===== config.mk =====
export PLATFORM = sky130hd
export DESIGN_NAME = csr_top
export DESIGN_NICKNAME = d
export VERILOG_FILES = /design/src/verilog/csr_pkg.sv /design/src/verilog/csr_wb_port.sv /design/src/verilog/csr_exc_regs.sv /design/src/verilog/csr_timer.sv /design/src/verilog/csr_top.sv
export SDC_FILE = /design/constraint.sdc
export NUM_CORES = 1
export LEC_CHECK = 0
export BUFFER_PORTS_ARGS = -buffer_cell sky130_fd_sc_hd__buf_2
export CAP_MARGIN = 25
export CORE_MARGIN = 2
export CORE_UTILIZATION = 41
export CTS_CLUSTER_DIAMETER = 200
export CTS_CLUSTER_SIZE = 14
export DETAILED_ROUTE_END_ITERATION = 10
export PLACE_DENSITY_LB_ADDON = 0.15
export SYNTH_ARGS = -nofsm -noshare
export SYNTH_HDL_FRONTEND = slang
export SYNTH_HIERARCHICAL = 1
export SYNTH_SLANG_ARGS = --single-unit

===== constraint.sdc =====
create_clock -name clk -period 14.4 [get_ports clk]
set_input_delay 1.44 -clock clk [delete_from_list [all_inputs] [get_ports clk]]
set_output_delay 1.44 -clock clk [all_outputs]
set_load 0.02 [all_outputs]

===== src/verilog/csr_pkg.sv =====
package csr_pkg;

    // widths
    localparam int csr_data_w = 32;
    localparam int csr_addr_w = 14;
    localparam int hw_int_w   = 8;
    localparam int int_w      = 13;
    localparam int ecode_w    = 6;
    localparam int esubcode_w = 9;
    localparam int plv_w      = 2;

    //////////////////////////////
    // csr addresses
    //////////////////////////////
    localparam logic [csr_addr_w-1:0] csr_crmd   = 14'h000;
    localparam logic [csr_addr_w-1:0] csr_prmd   = 14'h001;
    localparam logic [csr_addr_w-1:0] csr_ecfg   = 14'h004;
    localparam logic [csr_addr_w-1:0] csr_estat  = 14'h005;
    localparam logic [csr_addr_w-1:0] csr_era    = 14'h006;
    localparam logic [csr_addr_w-1:0] csr_eentry = 14'h00c;
    localparam logic [csr_addr_w-1:0] csr_save0  = 14'h030;
    localparam logic [csr_addr_w-1:0] csr_save1  = 14'h031;
    localparam logic [csr_addr_w-1:0] csr_save2  = 14'h032;
    localparam logic [csr_addr_w-1:0] csr_save3  = 14'h033;
    localparam logic [csr_addr_w-1:0] csr_tcfg   = 14'h041;
    localparam logic [csr_addr_w-1:0] csr_tval   = 14'h042;
    localparam logic [csr_addr_w-1:0] csr_ticlr  = 14'h044;

    //////////////////////////////
    // field positions
    //////////////////////////////
    // prmd pplv and pie sit at the same bits as crmd plv and ie
    localparam int crmd_plv_lsb       = 0;
    localparam int crmd_ie_bit        = 2;
    localparam int estat_is_lsb       = 0;
    localparam int estat_ecode_lsb    = 16;
    localparam int estat_esubcode_lsb = 22;
    localparam int eentry_lsb         = 6;
    localparam int tcfg_en_bit        = 0;
    localparam int tcfg_periodic_bit  = 1;
    localparam int tcfg_initval_lsb   = 2;
    localparam int ticlr_clr_bit      = 0;

    // software writable bits per register
    localparam logic [csr_data_w-1:0] crmd_wmask   = 32'h0000_0007;
    localparam logic [csr_data_w-1:0] prmd_wmask   = 32'h0000_0007;
    localparam logic [csr_data_w-1:0] ecfg_wmask   = 32'h0000_1bff;
    localparam logic [csr_data_w-1:0] estat_wmask  = 32'h0000_0003;
    localparam logic [csr_data_w-1:0] eentry_wmask = 32'hffff_ffc0;

    // bus stage to register stages
    typedef struct packed {
        logic                  valid;
        logic [csr_addr_w-1:0] addr;
        logic [csr_data_w-1:0] mask;
        logic [csr_data_w-1:0] data;
    } csr_wr_t;

    // exception events from the core
    typedef struct packed {
        logic                  store_state;
        logic                  restore_state;
        logic                  ecode_we;
        logic [ecode_w:0]      ecode_in;
        logic                  era_we;
        logic [csr_data_w-1:0] era_in;
    } csr_exc_t;

    typedef struct packed {
        logic [csr_data_w-1:0] crmd;
        logic [csr_data_w-1:0] prmd;
        logic [csr_data_w-1:0] ecfg;
        logic [csr_data_w-1:0] estat;
        logic [csr_data_w-1:0] era;
        logic [csr_data_w-1:0] eentry;
        logic [csr_data_w-1:0] save0;
        logic [csr_data_w-1:0] save1;
        logic [csr_data_w-1:0] save2;
        logic [csr_data_w-1:0] save3;
        logic [csr_data_w-1:0] tcfg;
        logic [csr_data_w-1:0] tval;
        logic [csr_data_w-1:0] ticlr;
    } csr_view_t;

    function automatic logic wr_hit(input csr_wr_t w, input logic [csr_addr_w-1:0] a);
        return w.valid && (w.addr == a);
    endfunction

    // bitwise merge under a write mask
    function automatic logic [csr_data_w-1:0] masked_merge(
        input logic [csr_data_w-1:0] old_word,
        input logic [csr_data_w-1:0] new_word,
        input logic [csr_data_w-1:0] mask
    );
        return (old_word & ~mask) | (new_word & mask);
    endfunction

endpackage


===== src/verilog/csr_wb_port.sv =====
`timescale 1ns/1ps

module csr_wb_port (
    input  logic                              clk,
    input  logic                              rstn,
    input  logic                              cyc,
    input  logic                              stb,
    input  logic                              we,
    input  logic [csr_pkg::csr_addr_w-1:0]    adr,
    input  logic [csr_pkg::csr_data_w-1:0]    dat_w,
    input  logic [csr_pkg::csr_data_w-1:0]    wmask,
    input  csr_pkg::csr_view_t                view,
    output logic                              ack,
    output logic [csr_pkg::csr_data_w-1:0]    dat_r,
    output csr_pkg::csr_wr_t                  wr
);
    import csr_pkg::*;

    logic                  req;
    logic                  wr_valid;
    logic [csr_addr_w-1:0] wr_addr;
    logic [csr_data_w-1:0] wr_mask;
    logic [csr_data_w-1:0] wr_data;
    logic [csr_data_w-1:0] rd_word;

    // one sample per transfer, ack blocks the repeat
    assign req = cyc && stb && !ack;

    //////////////////////////////
    // read mux
    //////////////////////////////
    always_comb begin
        case (adr)
            csr_crmd:   rd_word = view.crmd;
            csr_prmd:   rd_word = view.prmd;
            csr_ecfg:   rd_word = view.ecfg;
            csr_estat:  rd_word = view.estat;
            csr_era:    rd_word = view.era;
            csr_eentry: rd_word = view.eentry;
            csr_save0:  rd_word = view.save0;
            csr_save1:  rd_word = view.save1;
            csr_save2:  rd_word = view.save2;
            csr_save3:  rd_word = view.save3;
            csr_tcfg:   rd_word = view.tcfg;
            csr_tval:   rd_word = view.tval;
            csr_ticlr:  rd_word = view.ticlr;
            default:    rd_word = '0;
        endcase
    end

    //////////////////////////////
    // request capture
    //////////////////////////////
    always_ff @(posedge clk) begin
        if (!rstn) begin
            ack      <= 1'b0;
            wr_valid <= 1'b0;
        end else begin
            ack      <= req;
            wr_valid <= req && we;
        end
        // payload only moves on a new request
        if (req) begin
            dat_r   <= rd_word;
            wr_addr <= adr;
            wr_mask <= wmask;
            wr_data <= dat_w;
        end
    end

    assign wr = '{valid: wr_valid, addr: wr_addr, mask: wr_mask, data: wr_data};

    // no ack without a strobe in the cycle before
    a_ack_after_stb: assert property (
        @(posedge clk) disable iff (!rstn)
        ack |-> $past(stb)
    );

endmodule


===== src/verilog/csr_exc_regs.sv =====
`timescale 1ns/1ps

module csr_exc_regs (
    input  logic                            clk,
    input  logic                            rstn,
    input  csr_pkg::csr_wr_t                wr,
    input  csr_pkg::csr_exc_t               exc,
    input  logic [csr_pkg::hw_int_w-1:0]    hw_int,
    input  logic                            timer_irq,
    output csr_pkg::csr_view_t              view_exc,
    output logic [csr_pkg::plv_w-1:0]       plv,
    output logic [csr_pkg::ecode_w-1:0]     ecode,
    output logic [csr_pkg::csr_data_w-1:0]  era,
    output logic [csr_pkg::csr_data_w-1:0]  eentry,
    output logic                            irq_pending,
    output logic                            idle_wake
);
    import csr_pkg::*;

    logic [plv_w-1:0]                  crmd_plv;
    logic                              crmd_ie;
    logic [plv_w-1:0]                  prmd_pplv;
    logic                              prmd_pie;
    logic [int_w-1:0]                  ecfg_lie;
    logic [1:0]                        estat_sw;
    logic [ecode_w-1:0]                estat_ecode;
    logic [esubcode_w-1:0]             estat_esubcode;
    logic [csr_data_w-1:0]             era_q;
    logic [csr_data_w-1:eentry_lsb]    eentry_va;
    logic [3:0][csr_data_w-1:0]        save_q;

    logic [int_w-1:0]      estat_is;
    logic [csr_data_w-1:0] crmd_word;
    logic [csr_data_w-1:0] prmd_word;
    logic [csr_data_w-1:0] ecfg_word;
    logic [csr_data_w-1:0] estat_word;
    logic [csr_data_w-1:0] eentry_word;
    logic [csr_data_w-1:0] crmd_sw;
    logic [csr_data_w-1:0] prmd_sw;
    logic [csr_data_w-1:0] ecfg_sw;
    logic [csr_data_w-1:0] estat_sw_word;
    logic [csr_data_w-1:0] eentry_sw;

    // ipi, ti, reserved, hwi, swi
    assign estat_is = {1'b0, timer_irq, 1'b0, hw_int, estat_sw};

    //////////////////////////////
    // register words
    //////////////////////////////
    always_comb begin
        crmd_word = '0;
        crmd_word[crmd_plv_lsb +: plv_w] = crmd_plv;
        crmd_word[crmd_ie_bit] = crmd_ie;
        prmd_word = '0;
        prmd_word[crmd_plv_lsb +: plv_w] = prmd_pplv;
        prmd_word[crmd_ie_bit] = prmd_pie;
        ecfg_word = '0;
        ecfg_word[int_w-1:0] = ecfg_lie;
        estat_word = '0;
        estat_word[estat_is_lsb +: int_w] = estat_is;
        estat_word[estat_ecode_lsb +: ecode_w] = estat_ecode;
        estat_word[estat_esubcode_lsb +: esubcode_w] = estat_esubcode;
        eentry_word = '0;
        eentry_word[csr_data_w-1:eentry_lsb] = eentry_va;
    end

    // software view after a masked write, writable bits only
    assign crmd_sw       = masked_merge(crmd_word, wr.data, wr.mask & crmd_wmask);
    assign prmd_sw       = masked_merge(prmd_word, wr.data, wr.mask & prmd_wmask);
    assign ecfg_sw       = masked_merge(ecfg_word, wr.data, wr.mask & ecfg_wmask);
    assign estat_sw_word = masked_merge(estat_word, wr.data, wr.mask & estat_wmask);
    assign eentry_sw     = masked_merge(eentry_word, wr.data, wr.mask & eentry_wmask);

    //////////////////////////////
    // state registers
    //////////////////////////////
    always_ff @(posedge clk) begin
        if (!rstn) begin
            crmd_plv  <= '0;
            crmd_ie   <= 1'b0;
            prmd_pplv <= '0;
            prmd_pie  <= 1'b0;
        end else begin
            // restore beats store, both beat software
            if (exc.restore_state) begin
                crmd_plv <= prmd_pplv;
                crmd_ie  <= prmd_pie;
            end else if (exc.store_state) begin
                crmd_plv <= '0;
                crmd_ie  <= 1'b0;
            end else if (wr_hit(wr, csr_crmd)) begin
                crmd_plv <= crmd_sw[crmd_plv_lsb +: plv_w];
                crmd_ie  <= crmd_sw[crmd_ie_bit];
            end
            if (exc.store_state && !exc.restore_state) begin
                prmd_pplv <= crmd_plv;
                prmd_pie  <= crmd_ie;
            end else if (wr_hit(wr, csr_prmd) && !exc.restore_state) begin
                prmd_pplv <= prmd_sw[crmd_plv_lsb +: plv_w];
                prmd_pie  <= prmd_sw[crmd_ie_bit];
            end
        end
    end

    always_ff @(posedge clk) begin
        if (!rstn) begin
            ecfg_lie       <= '0;
            estat_sw       <= '0;
            estat_ecode    <= '0;
            estat_esubcode <= '0;
            era_q          <= '0;
        end else begin
            if (wr_hit(wr, csr_ecfg)) begin
                ecfg_lie <= ecfg_sw[int_w-1:0];
            end
            if (exc.ecode_we) begin
                estat_ecode <= exc.ecode_in[ecode_w-1:0];
                // subcode only for a nonzero primary code
                estat_esubcode <= (|exc.ecode_in[ecode_w-1:0]) ?
                                  esubcode_w'(exc.ecode_in[ecode_w]) : '0;
            end else if (wr_hit(wr, csr_estat)) begin
                estat_sw <= estat_sw_word[1:0];
            end
            if (exc.era_we) begin
                era_q <= exc.era_in;
            end else if (wr_hit(wr, csr_era)) begin
                era_q <= masked_merge(era_q, wr.data, wr.mask);
            end
        end
    end

    always_ff @(posedge clk) begin
        if (!rstn) begin
            eentry_va <= '0;
            save_q    <= '0;
        end else begin
            if (wr_hit(wr, csr_eentry)) begin
                eentry_va <= eentry_sw[csr_data_w-1:eentry_lsb];
            end
            for (int i = 0; i < 4; i++) begin
                if (wr_hit(wr, csr_save0 + csr_addr_w'(i))) begin
                    save_q[i] <= masked_merge(save_q[i], wr.data, wr.mask);
                end
            end
        end
    end

    //////////////////////////////
    // outputs
    //////////////////////////////
    always_comb begin
        view_exc        = '0;
        view_exc.crmd   = crmd_word;
        view_exc.prmd   = prmd_word;
        view_exc.ecfg   = ecfg_word;
        view_exc.estat  = estat_word;
        view_exc.era    = era_q;
        view_exc.eentry = eentry_word;
        view_exc.save0  = save_q[0];
        view_exc.save1  = save_q[1];
        view_exc.save2  = save_q[2];
        view_exc.save3  = save_q[3];
    end

    assign plv         = crmd_plv;
    assign ecode       = estat_ecode;
    assign era         = era_q;
    assign eentry      = eentry_word;
    assign irq_pending = crmd_ie & (|(ecfg_lie & estat_is));
    assign idle_wake   = |estat_is;

    // exception entry and return are exclusive
    a_store_restore_excl: assert property (
        @(posedge clk) disable iff (!rstn)
        !(exc.store_state && exc.restore_state)
    );

endmodule


===== src/verilog/csr_timer.sv =====
`timescale 1ns/1ps

module csr_timer (
    input  logic                            clk,
    input  logic                            rstn,
    input  csr_pkg::csr_wr_t                wr,
    output logic [csr_pkg::csr_data_w-1:0]  tcfg,
    output logic [csr_pkg::csr_data_w-1:0]  tval,
    output logic [csr_pkg::csr_data_w-1:0]  ticlr,
    output logic                            timer_irq
);
    import csr_pkg::*;

    logic [csr_data_w-1:0] tcfg_q;
    logic [csr_data_w-1:0] tval_q;
    logic                  reload;
    logic                  time_out;
    logic                  irq_clr;
    logic                  tcfg_en;
    logic                  tcfg_periodic;

    assign tcfg_en       = tcfg_q[tcfg_en_bit];
    assign tcfg_periodic = tcfg_q[tcfg_periodic_bit];
    assign irq_clr       = wr_hit(wr, csr_ticlr) && wr.mask[ticlr_clr_bit]
                           && wr.data[ticlr_clr_bit];

    always_ff @(posedge clk) begin
        if (!rstn) begin
            tcfg_q <= '0;
            reload <= 1'b0;
        end else begin
            if (wr_hit(wr, csr_tcfg)) begin
                tcfg_q <= masked_merge(tcfg_q, wr.data, wr.mask);
            end
            // any tcfg write restarts the count
            reload <= wr_hit(wr, csr_tcfg) && (|wr.mask);
        end
    end

    //////////////////////////////
    // down counter
    //////////////////////////////
    always_ff @(posedge clk) begin
        if (!rstn) begin
            tval_q   <= '0;
            time_out <= 1'b0;
        end else if (reload || tval_q == '0) begin
            time_out <= 1'b0;
            // low bits 01 so an initval of zero still fires
            if (reload || (tcfg_periodic && tcfg_en)) begin
                tval_q <= {tcfg_q[csr_data_w-1:tcfg_initval_lsb], 2'b01};
            end
        end else if (tcfg_en) begin
            tval_q   <= tval_q - 1'b1;
            time_out <= (tval_q == csr_data_w'(1));
        end
    end

    always_ff @(posedge clk) begin
        if (!rstn) begin
            timer_irq <= 1'b0;
        end else if (irq_clr) begin
            timer_irq <= 1'b0;
        end else if (time_out) begin
            timer_irq <= 1'b1;
        end
    end

    assign tcfg  = tcfg_q;
    assign tval  = tval_q;
    assign ticlr = '0;

endmodule


===== src/verilog/csr_top.sv =====
`timescale 1ns/1ps

module csr_top (
    input  logic                            clk,
    input  logic                            rstn,
    input  logic                            cyc,
    input  logic                            stb,
    input  logic                            we,
    input  logic [csr_pkg::csr_addr_w-1:0]  adr,
    input  logic [csr_pkg::csr_data_w-1:0]  dat_w,
    input  logic [csr_pkg::csr_data_w-1:0]  wmask,
    input  csr_pkg::csr_exc_t               exc,
    input  logic [csr_pkg::hw_int_w-1:0]    hw_int,
    output logic                            ack,
    output logic [csr_pkg::csr_data_w-1:0]  dat_r,
    output logic [csr_pkg::plv_w-1:0]       plv,
    output logic [csr_pkg::ecode_w-1:0]     ecode,
    output logic [csr_pkg::csr_data_w-1:0]  era,
    output logic [csr_pkg::csr_data_w-1:0]  eentry,
    output logic                            irq_pending,
    output logic                            idle_wake
);
    import csr_pkg::*;

    csr_wr_t               wr;
    csr_view_t             view;
    csr_view_t             view_exc;
    logic [csr_data_w-1:0] tcfg;
    logic [csr_data_w-1:0] tval;
    logic [csr_data_w-1:0] ticlr;
    logic                  timer_irq;

    // timer words replace the empty slots of the bank view
    assign view = '{
        crmd:   view_exc.crmd,
        prmd:   view_exc.prmd,
        ecfg:   view_exc.ecfg,
        estat:  view_exc.estat,
        era:    view_exc.era,
        eentry: view_exc.eentry,
        save0:  view_exc.save0,
        save1:  view_exc.save1,
        save2:  view_exc.save2,
        save3:  view_exc.save3,
        tcfg:   tcfg,
        tval:   tval,
        ticlr:  ticlr
    };

    csr_wb_port u_wb_port (
        .clk   (clk),
        .rstn  (rstn),
        .cyc   (cyc),
        .stb   (stb),
        .we    (we),
        .adr   (adr),
        .dat_w (dat_w),
        .wmask (wmask),
        .view  (view),
        .ack   (ack),
        .dat_r (dat_r),
        .wr    (wr)
    );

    csr_exc_regs u_exc_regs (
        .clk         (clk),
        .rstn        (rstn),
        .wr          (wr),
        .exc         (exc),
        .hw_int      (hw_int),
        .timer_irq   (timer_irq),
        .view_exc    (view_exc),
        .plv         (plv),
        .ecode       (ecode),
        .era         (era),
        .eentry      (eentry),
        .irq_pending (irq_pending),
        .idle_wake   (idle_wake)
    );

    csr_timer u_timer (
        .clk       (clk),
        .rstn      (rstn),
        .wr        (wr),
        .tcfg      (tcfg),
        .tval      (tval),
        .ticlr     (ticlr),
        .timer_irq (timer_irq)
    );

endmodule


## Yosys cells after proc, flatten, opt, wreduce, memory -nomap -nowiden

Index checks and enable logic that the tools add are counted.

| operators by class | value |
|---|---|
| add/sub/neg operators | 1 |
| eq/ne operators | 24 |
| mux-type cells | 17 |
| bitwise operators | 36 |
| reduce and logical (&&, ||, !) cells | 40 |

Operator list:

| operator | number |
|---|---|
| 32-bit one-hot mux with 12 select lines | 1 |
| 32-bit bitwise AND | 9 |
| 32-bit OR | 7 |
| 32-bit 2-to-1 mux | 5 |
| 14-bit by 6-bit equality test with 1-bit output, second input constant | 8 |
| 14-bit by 3-bit equality test with 1-bit output, second input constant | 6 |
| 32-bit NOT | 2 |
| 14-bit by 7-bit equality test with 1-bit output, second input constant | 4 |
| 32-bit by 1-bit equality test with 1-bit output, second input constant | 1 |
| 32-bit zero test | 1 |
| 32-bit OR reduction | 1 |
| 32-bit by 1-bit subtractor with 32-bit output, second input constant | 1 |
| 14-bit by 1-bit equality test with 1-bit output, second input constant | 2 |
| 14-bit by 4-bit equality test with 1-bit output, second input constant | 2 |
| 14-bit zero test | 2 |
| 13-bit bitwise AND | 2 |
| 1-bit logical AND | 21 |
| 13-bit by 12-bit bitwise AND with 13-bit output | 1 |
| 13-bit NOT | 1 |
| 13-bit OR | 1 |
| 13-bit OR reduction | 1 |
| 11-bit OR reduction | 1 |
| 2-bit 2-to-1 mux | 5 |
| 3-bit bitwise AND | 3 |
| 16 further kinds | 30 |

| storage, ports and cells | value |
|---|---|
| bits in registers | 393 |
| input bits | 134 |
| output and inout bits | 107 |
| logic and storage cells | 143 |

## Depth between registers and ports, before layout

| depth | value |
|---|---|
| depth after elaboration | 6 |
| mapped depth | 10 |

## Hierarchy

The synthesis kept the hierarchy.

Modules (own cells, without submodules):

| module | times used | cells each | area each (um^2) |
|---|---|---|---|
| csr_exc_regs | 1 | 1,345 | 11,422.2 |
| csr_wb_port | 1 | 608 | 6,889.1 |
| csr_timer | 1 | 482 | 3,961.3 |

## Worst setup path before layout

OpenSTA, ideal clock, no wires.

| path | value |
|---|---|
| kind | input port to flip-flop |
| start | input cyc |
| end | register u_wb_port/dat_r[0] (netlist name), enable pin |
| library setup time | 0.585 ns |
| arrival | 6.154 ns |
| data required time | 13.815 ns |
| path slack | 7.661 ns |
| stages | 2 |
| path buffers | 0 |
| path through | nand2_1 > nor2_1 |

| on the way | value |
|---|---|
| longest elaborated chain between the ends | 2 |

Ends and longest elaborated chain:

| what | RTL line | RTL |
|---|---|---|
| start, declared | csr_top.sv:6 | `input logic cyc,` |
| 1-bit logical AND (2 in series) | csr_wb_port.sv:27 | `assign req = cyc && stb && !ack;` |
| via u_wb_port.req | csr_wb_port.sv:19 | `logic req;` |
| end signal, assigned | csr_wb_port.sv:64 | `dat_r <= rd_word;` |
| end, declared | csr_wb_port.sv:14 | `output logic [csr_pkg::csr_data_w-1:0] dat_r,` |

The timed path passes the listed nets, and every way through them passes these cells.
A chain may end at the register's enable or synchronous reset.

## Final worst setup path

| path | value |
|---|---|
| start | input hw_int[3] (netlist name) |
| end | output irq_pending |

| on the way | value |
|---|---|
| longest elaborated chain between the ends | 3 |

Ends and longest elaborated chain:

| what | RTL line | RTL |
|---|---|---|
| start, declared | csr_top.sv:13 | `input logic [csr_pkg::hw_int_w-1:0] hw_int,` |
| 13-bit by 12-bit bitwise AND with 13-bit output | csr_exc_regs.sv:169 | `assign irq_pending = crmd_ie & (\|(ecfg_lie & estat_is));` |
| 13-bit OR reduction | csr_exc_regs.sv:169 |  |
| 1-bit bitwise AND | csr_exc_regs.sv:169 |  |
| end, declared | csr_top.sv:20 | `output logic irq_pending,` |

No other way between the ends.

==> summary.md <==
| Metric | Value |
|---|---|
| Root Driver | clkbuf_16 |
| H-tree levels | 1 |
| Combinational power share | 7.7% |
| Syn Inst Count | 2,339 |
| Clock Latency Late Sink | 0.63 ns |
| CTS tree | done |
| Total Power Consumption | 2.18 mW |
| Final setup fails | 0 |
| Max-cap viol count | 0 |
| Hold Slack | 0.462 ns |
| Run status | complete, no violations |
| Crit path to | irq_pending |
| Minimum clock period | 4.00 ns |
| Final slew viol count | 0 |
| Critical R2R Launch | u_timer/tval[0] |
| FP Rows | 84 |
| Routed wire length | between 80,000 and 90,000 um |
| Number of clock sinks | 392 |
| R2r setup slk | 10.62 ns |
| CP Data Arrival Time | 2.56 ns |
| Reg-to-reg endpoint | u_timer/tval[20] |
| Antenna violations before repair | 1 |
| Hold_buf cts | 0 |
| Global placer's final weighted congestion | 0.997 |
| Post-layout util | 44.3% |
| Starting DRT DRC Count | 2,636 |
| Drt wl/cell | 28.3 um |
| Ports | about 240 |
| Clock Power Share | 37.8% |
| Ratio of cells with drive above 1 in the final layout | 17.1% |
| Sw Ratio | 26.1% |
| Worst r2r path cells | 8 |
| Leakage | 9.03 nW |
| Crit start category | input pin |
| Tot GR Track Use | 31.8% |
| Setup_tns | 0 ns |
| Max transition margin | a little over a fifth |
| Average cell area after synthesis | a little over 9 um^2 |
| Int Pwr | 1.61 mW |
| Worst slew pin tran | roughly 1.2 ns |
| Pin count of the biggest net entering global routing | 96 |
| Fin. Hold Viols | 0 |
| Global-route wire length before repair | 127,000 um |
| Crit path required time | 12.96 ns |
| Clk pin slew, worst setup/hold paths | about 0.06 ns |
| Clk_skew | 0.0429 ns |
| Routed Antenna Nets | 0 |
| Bufs on Longest Clock Path | 3 |
| Total grt overflow | 0 |
| Initial Util | 41.3% |
| Final period utilization | 27.8% |
| Mapped Area | 21,600 um^2 |
| Reg power frac | ~55% |
| DRC | 0 |
| Synth-to-layout area growth | 7.47% |
| Die height | 233 um |
| Vias per inst | 6.18 |
| Die area | 54,400 um^2 |
| Worst-path maximum fanout | 3 |
| IO buf count | roughly 230 |
| Hold Crit Class | flip-flop to flip-flop |
| Kind of critical path | input pin to primary output |
| Nets | 2,557 |
| P per Cell Area | ~94 nW/um^2 |
| DP Wirelength | about 61,000 um |
| Setup Fix Bufs, Post-CTS | 0 |
| Vias in the first global route | about 19,000 |
| Yosys warnings | 6 |
| Cts bufs inserted | 31 |
| RSZ-0062 raised after global routing | false |
| Core Region | between 50,000 and 60,000 um^2 |
| Worst Setup SP | hw_int[3] |
| Fill cells | 5,073 |
| Peak VDD IR | 0.0000862 V |
| Total net switching power | ~0.57 mW |
| Peak Freq | 0.250 GHz |
| Vias | between 15,000 and 20,000 |
| Post-CTS sizing | 0 |
| Die width | 233 um |
| Type of destination of the critical path | primary output |
| Pre-antenna DRT Iters | 8 |
==> power groups by stage <==
stage	combinational [mW]	clock (mW)	sequential (mW)
after global routing	0.179	0.878	1.19
after floorplan	0.119	0	1.21
final	0.167	0.824	1.19
after CTS	0.164	0.837	1.19
after global placement	0.162	0	1.21
after detailed placement	0.164	0	1.21
==> stage by stage <==
step | instance area (um^2) | cells | worst slack [ns]
6_report | 23200 | 3134 | 10.40
5_1_grt | 23200 | 3133 | 10.38
4_1_cts | 23200 | 3133 | 10.41
3_5_place_dp | 22300 | 3076 | 10.11
3_3_place_gp | 22300 | 3075 | 10.17
2_1_floorplan | 22100 | 2473 | 7.66
==> critical path: stages <==
cell      delay [ns]
buf_2           0.13
a22o_1          0.23
a221oi_1        0.24
and3_1          0.20
a21boi_0        0.12
buf_2           0.20
==> worst min-delay path by stage <==
stage	endpoint	from	depth (start not counted)
after floorplan	u_timer/time_out	u_timer/time_out	2
after global placement	flip-flop	flip-flop	2
after detailed placement	flip-flop	flip-flop	2
after CTS	flip-flop	flip-flop	2
after global routing	flip-flop	flip-flop	2
final	flip-flop	flip-flop	2
==> area by class of cell <==
| cell class | instances | area, um^2 | share of cell area [%] |
|---|---|---|---|
| clock inverters | 1 | 8.76 | 0.0378 |
| clock buffers | 56 | 870 | 3.75 |
| flip-flops and latches | 392 | 8950 | 38.6 |
| repair buffers | 286 | 1580 | 6.81 |
| multi-input cells | 1667 | 10700 | 46.3 |
| inverters | 43 | 161 | 0.697 |
| diodes | 1 | 2.50 | 0.0108 |
| well taps | 688 | 861 | 3.72 |
==> placed cells by master, fill, tap and decap left out, types with 27 or more instances in the layout <==
cell type / count
o21ai_0: 88
inv_1: 42
nand2_1: 247
o21ai_1: 36
o22ai_1: 27
nor2b_1: 38
conb_1: 136
a31oi_1: 42
a21oi_1: 119
clkbuf_16: 31
a222oi_1: 31
nor2_1: 55
mux2i_1: 148
a21boi_0: 28
nor4_1: 31
o21a_1: 33
nand3_1: 101
edfxtp_1: 110
buf_2: 233
buf_4: 51
dfxtp_1: 282
o21ai_2: 30
nor3_1: 56
a22o_1: 34
a22oi_1: 70
and3_1: 45
==> metal layers <==
layer / global-route usage, % / vias up / part of all wire [%]
met3: 4.96 / 190 / 8.4
met4: 12.6 / 2 / 4.2
met5: 0 / - / 0.015
li1: - / 8576 / -
met2: 51.1 / 1025 / 46
met1: 42.6 / 9571 / 42
No activity file was read; power rests on OpenSTA's default activity.
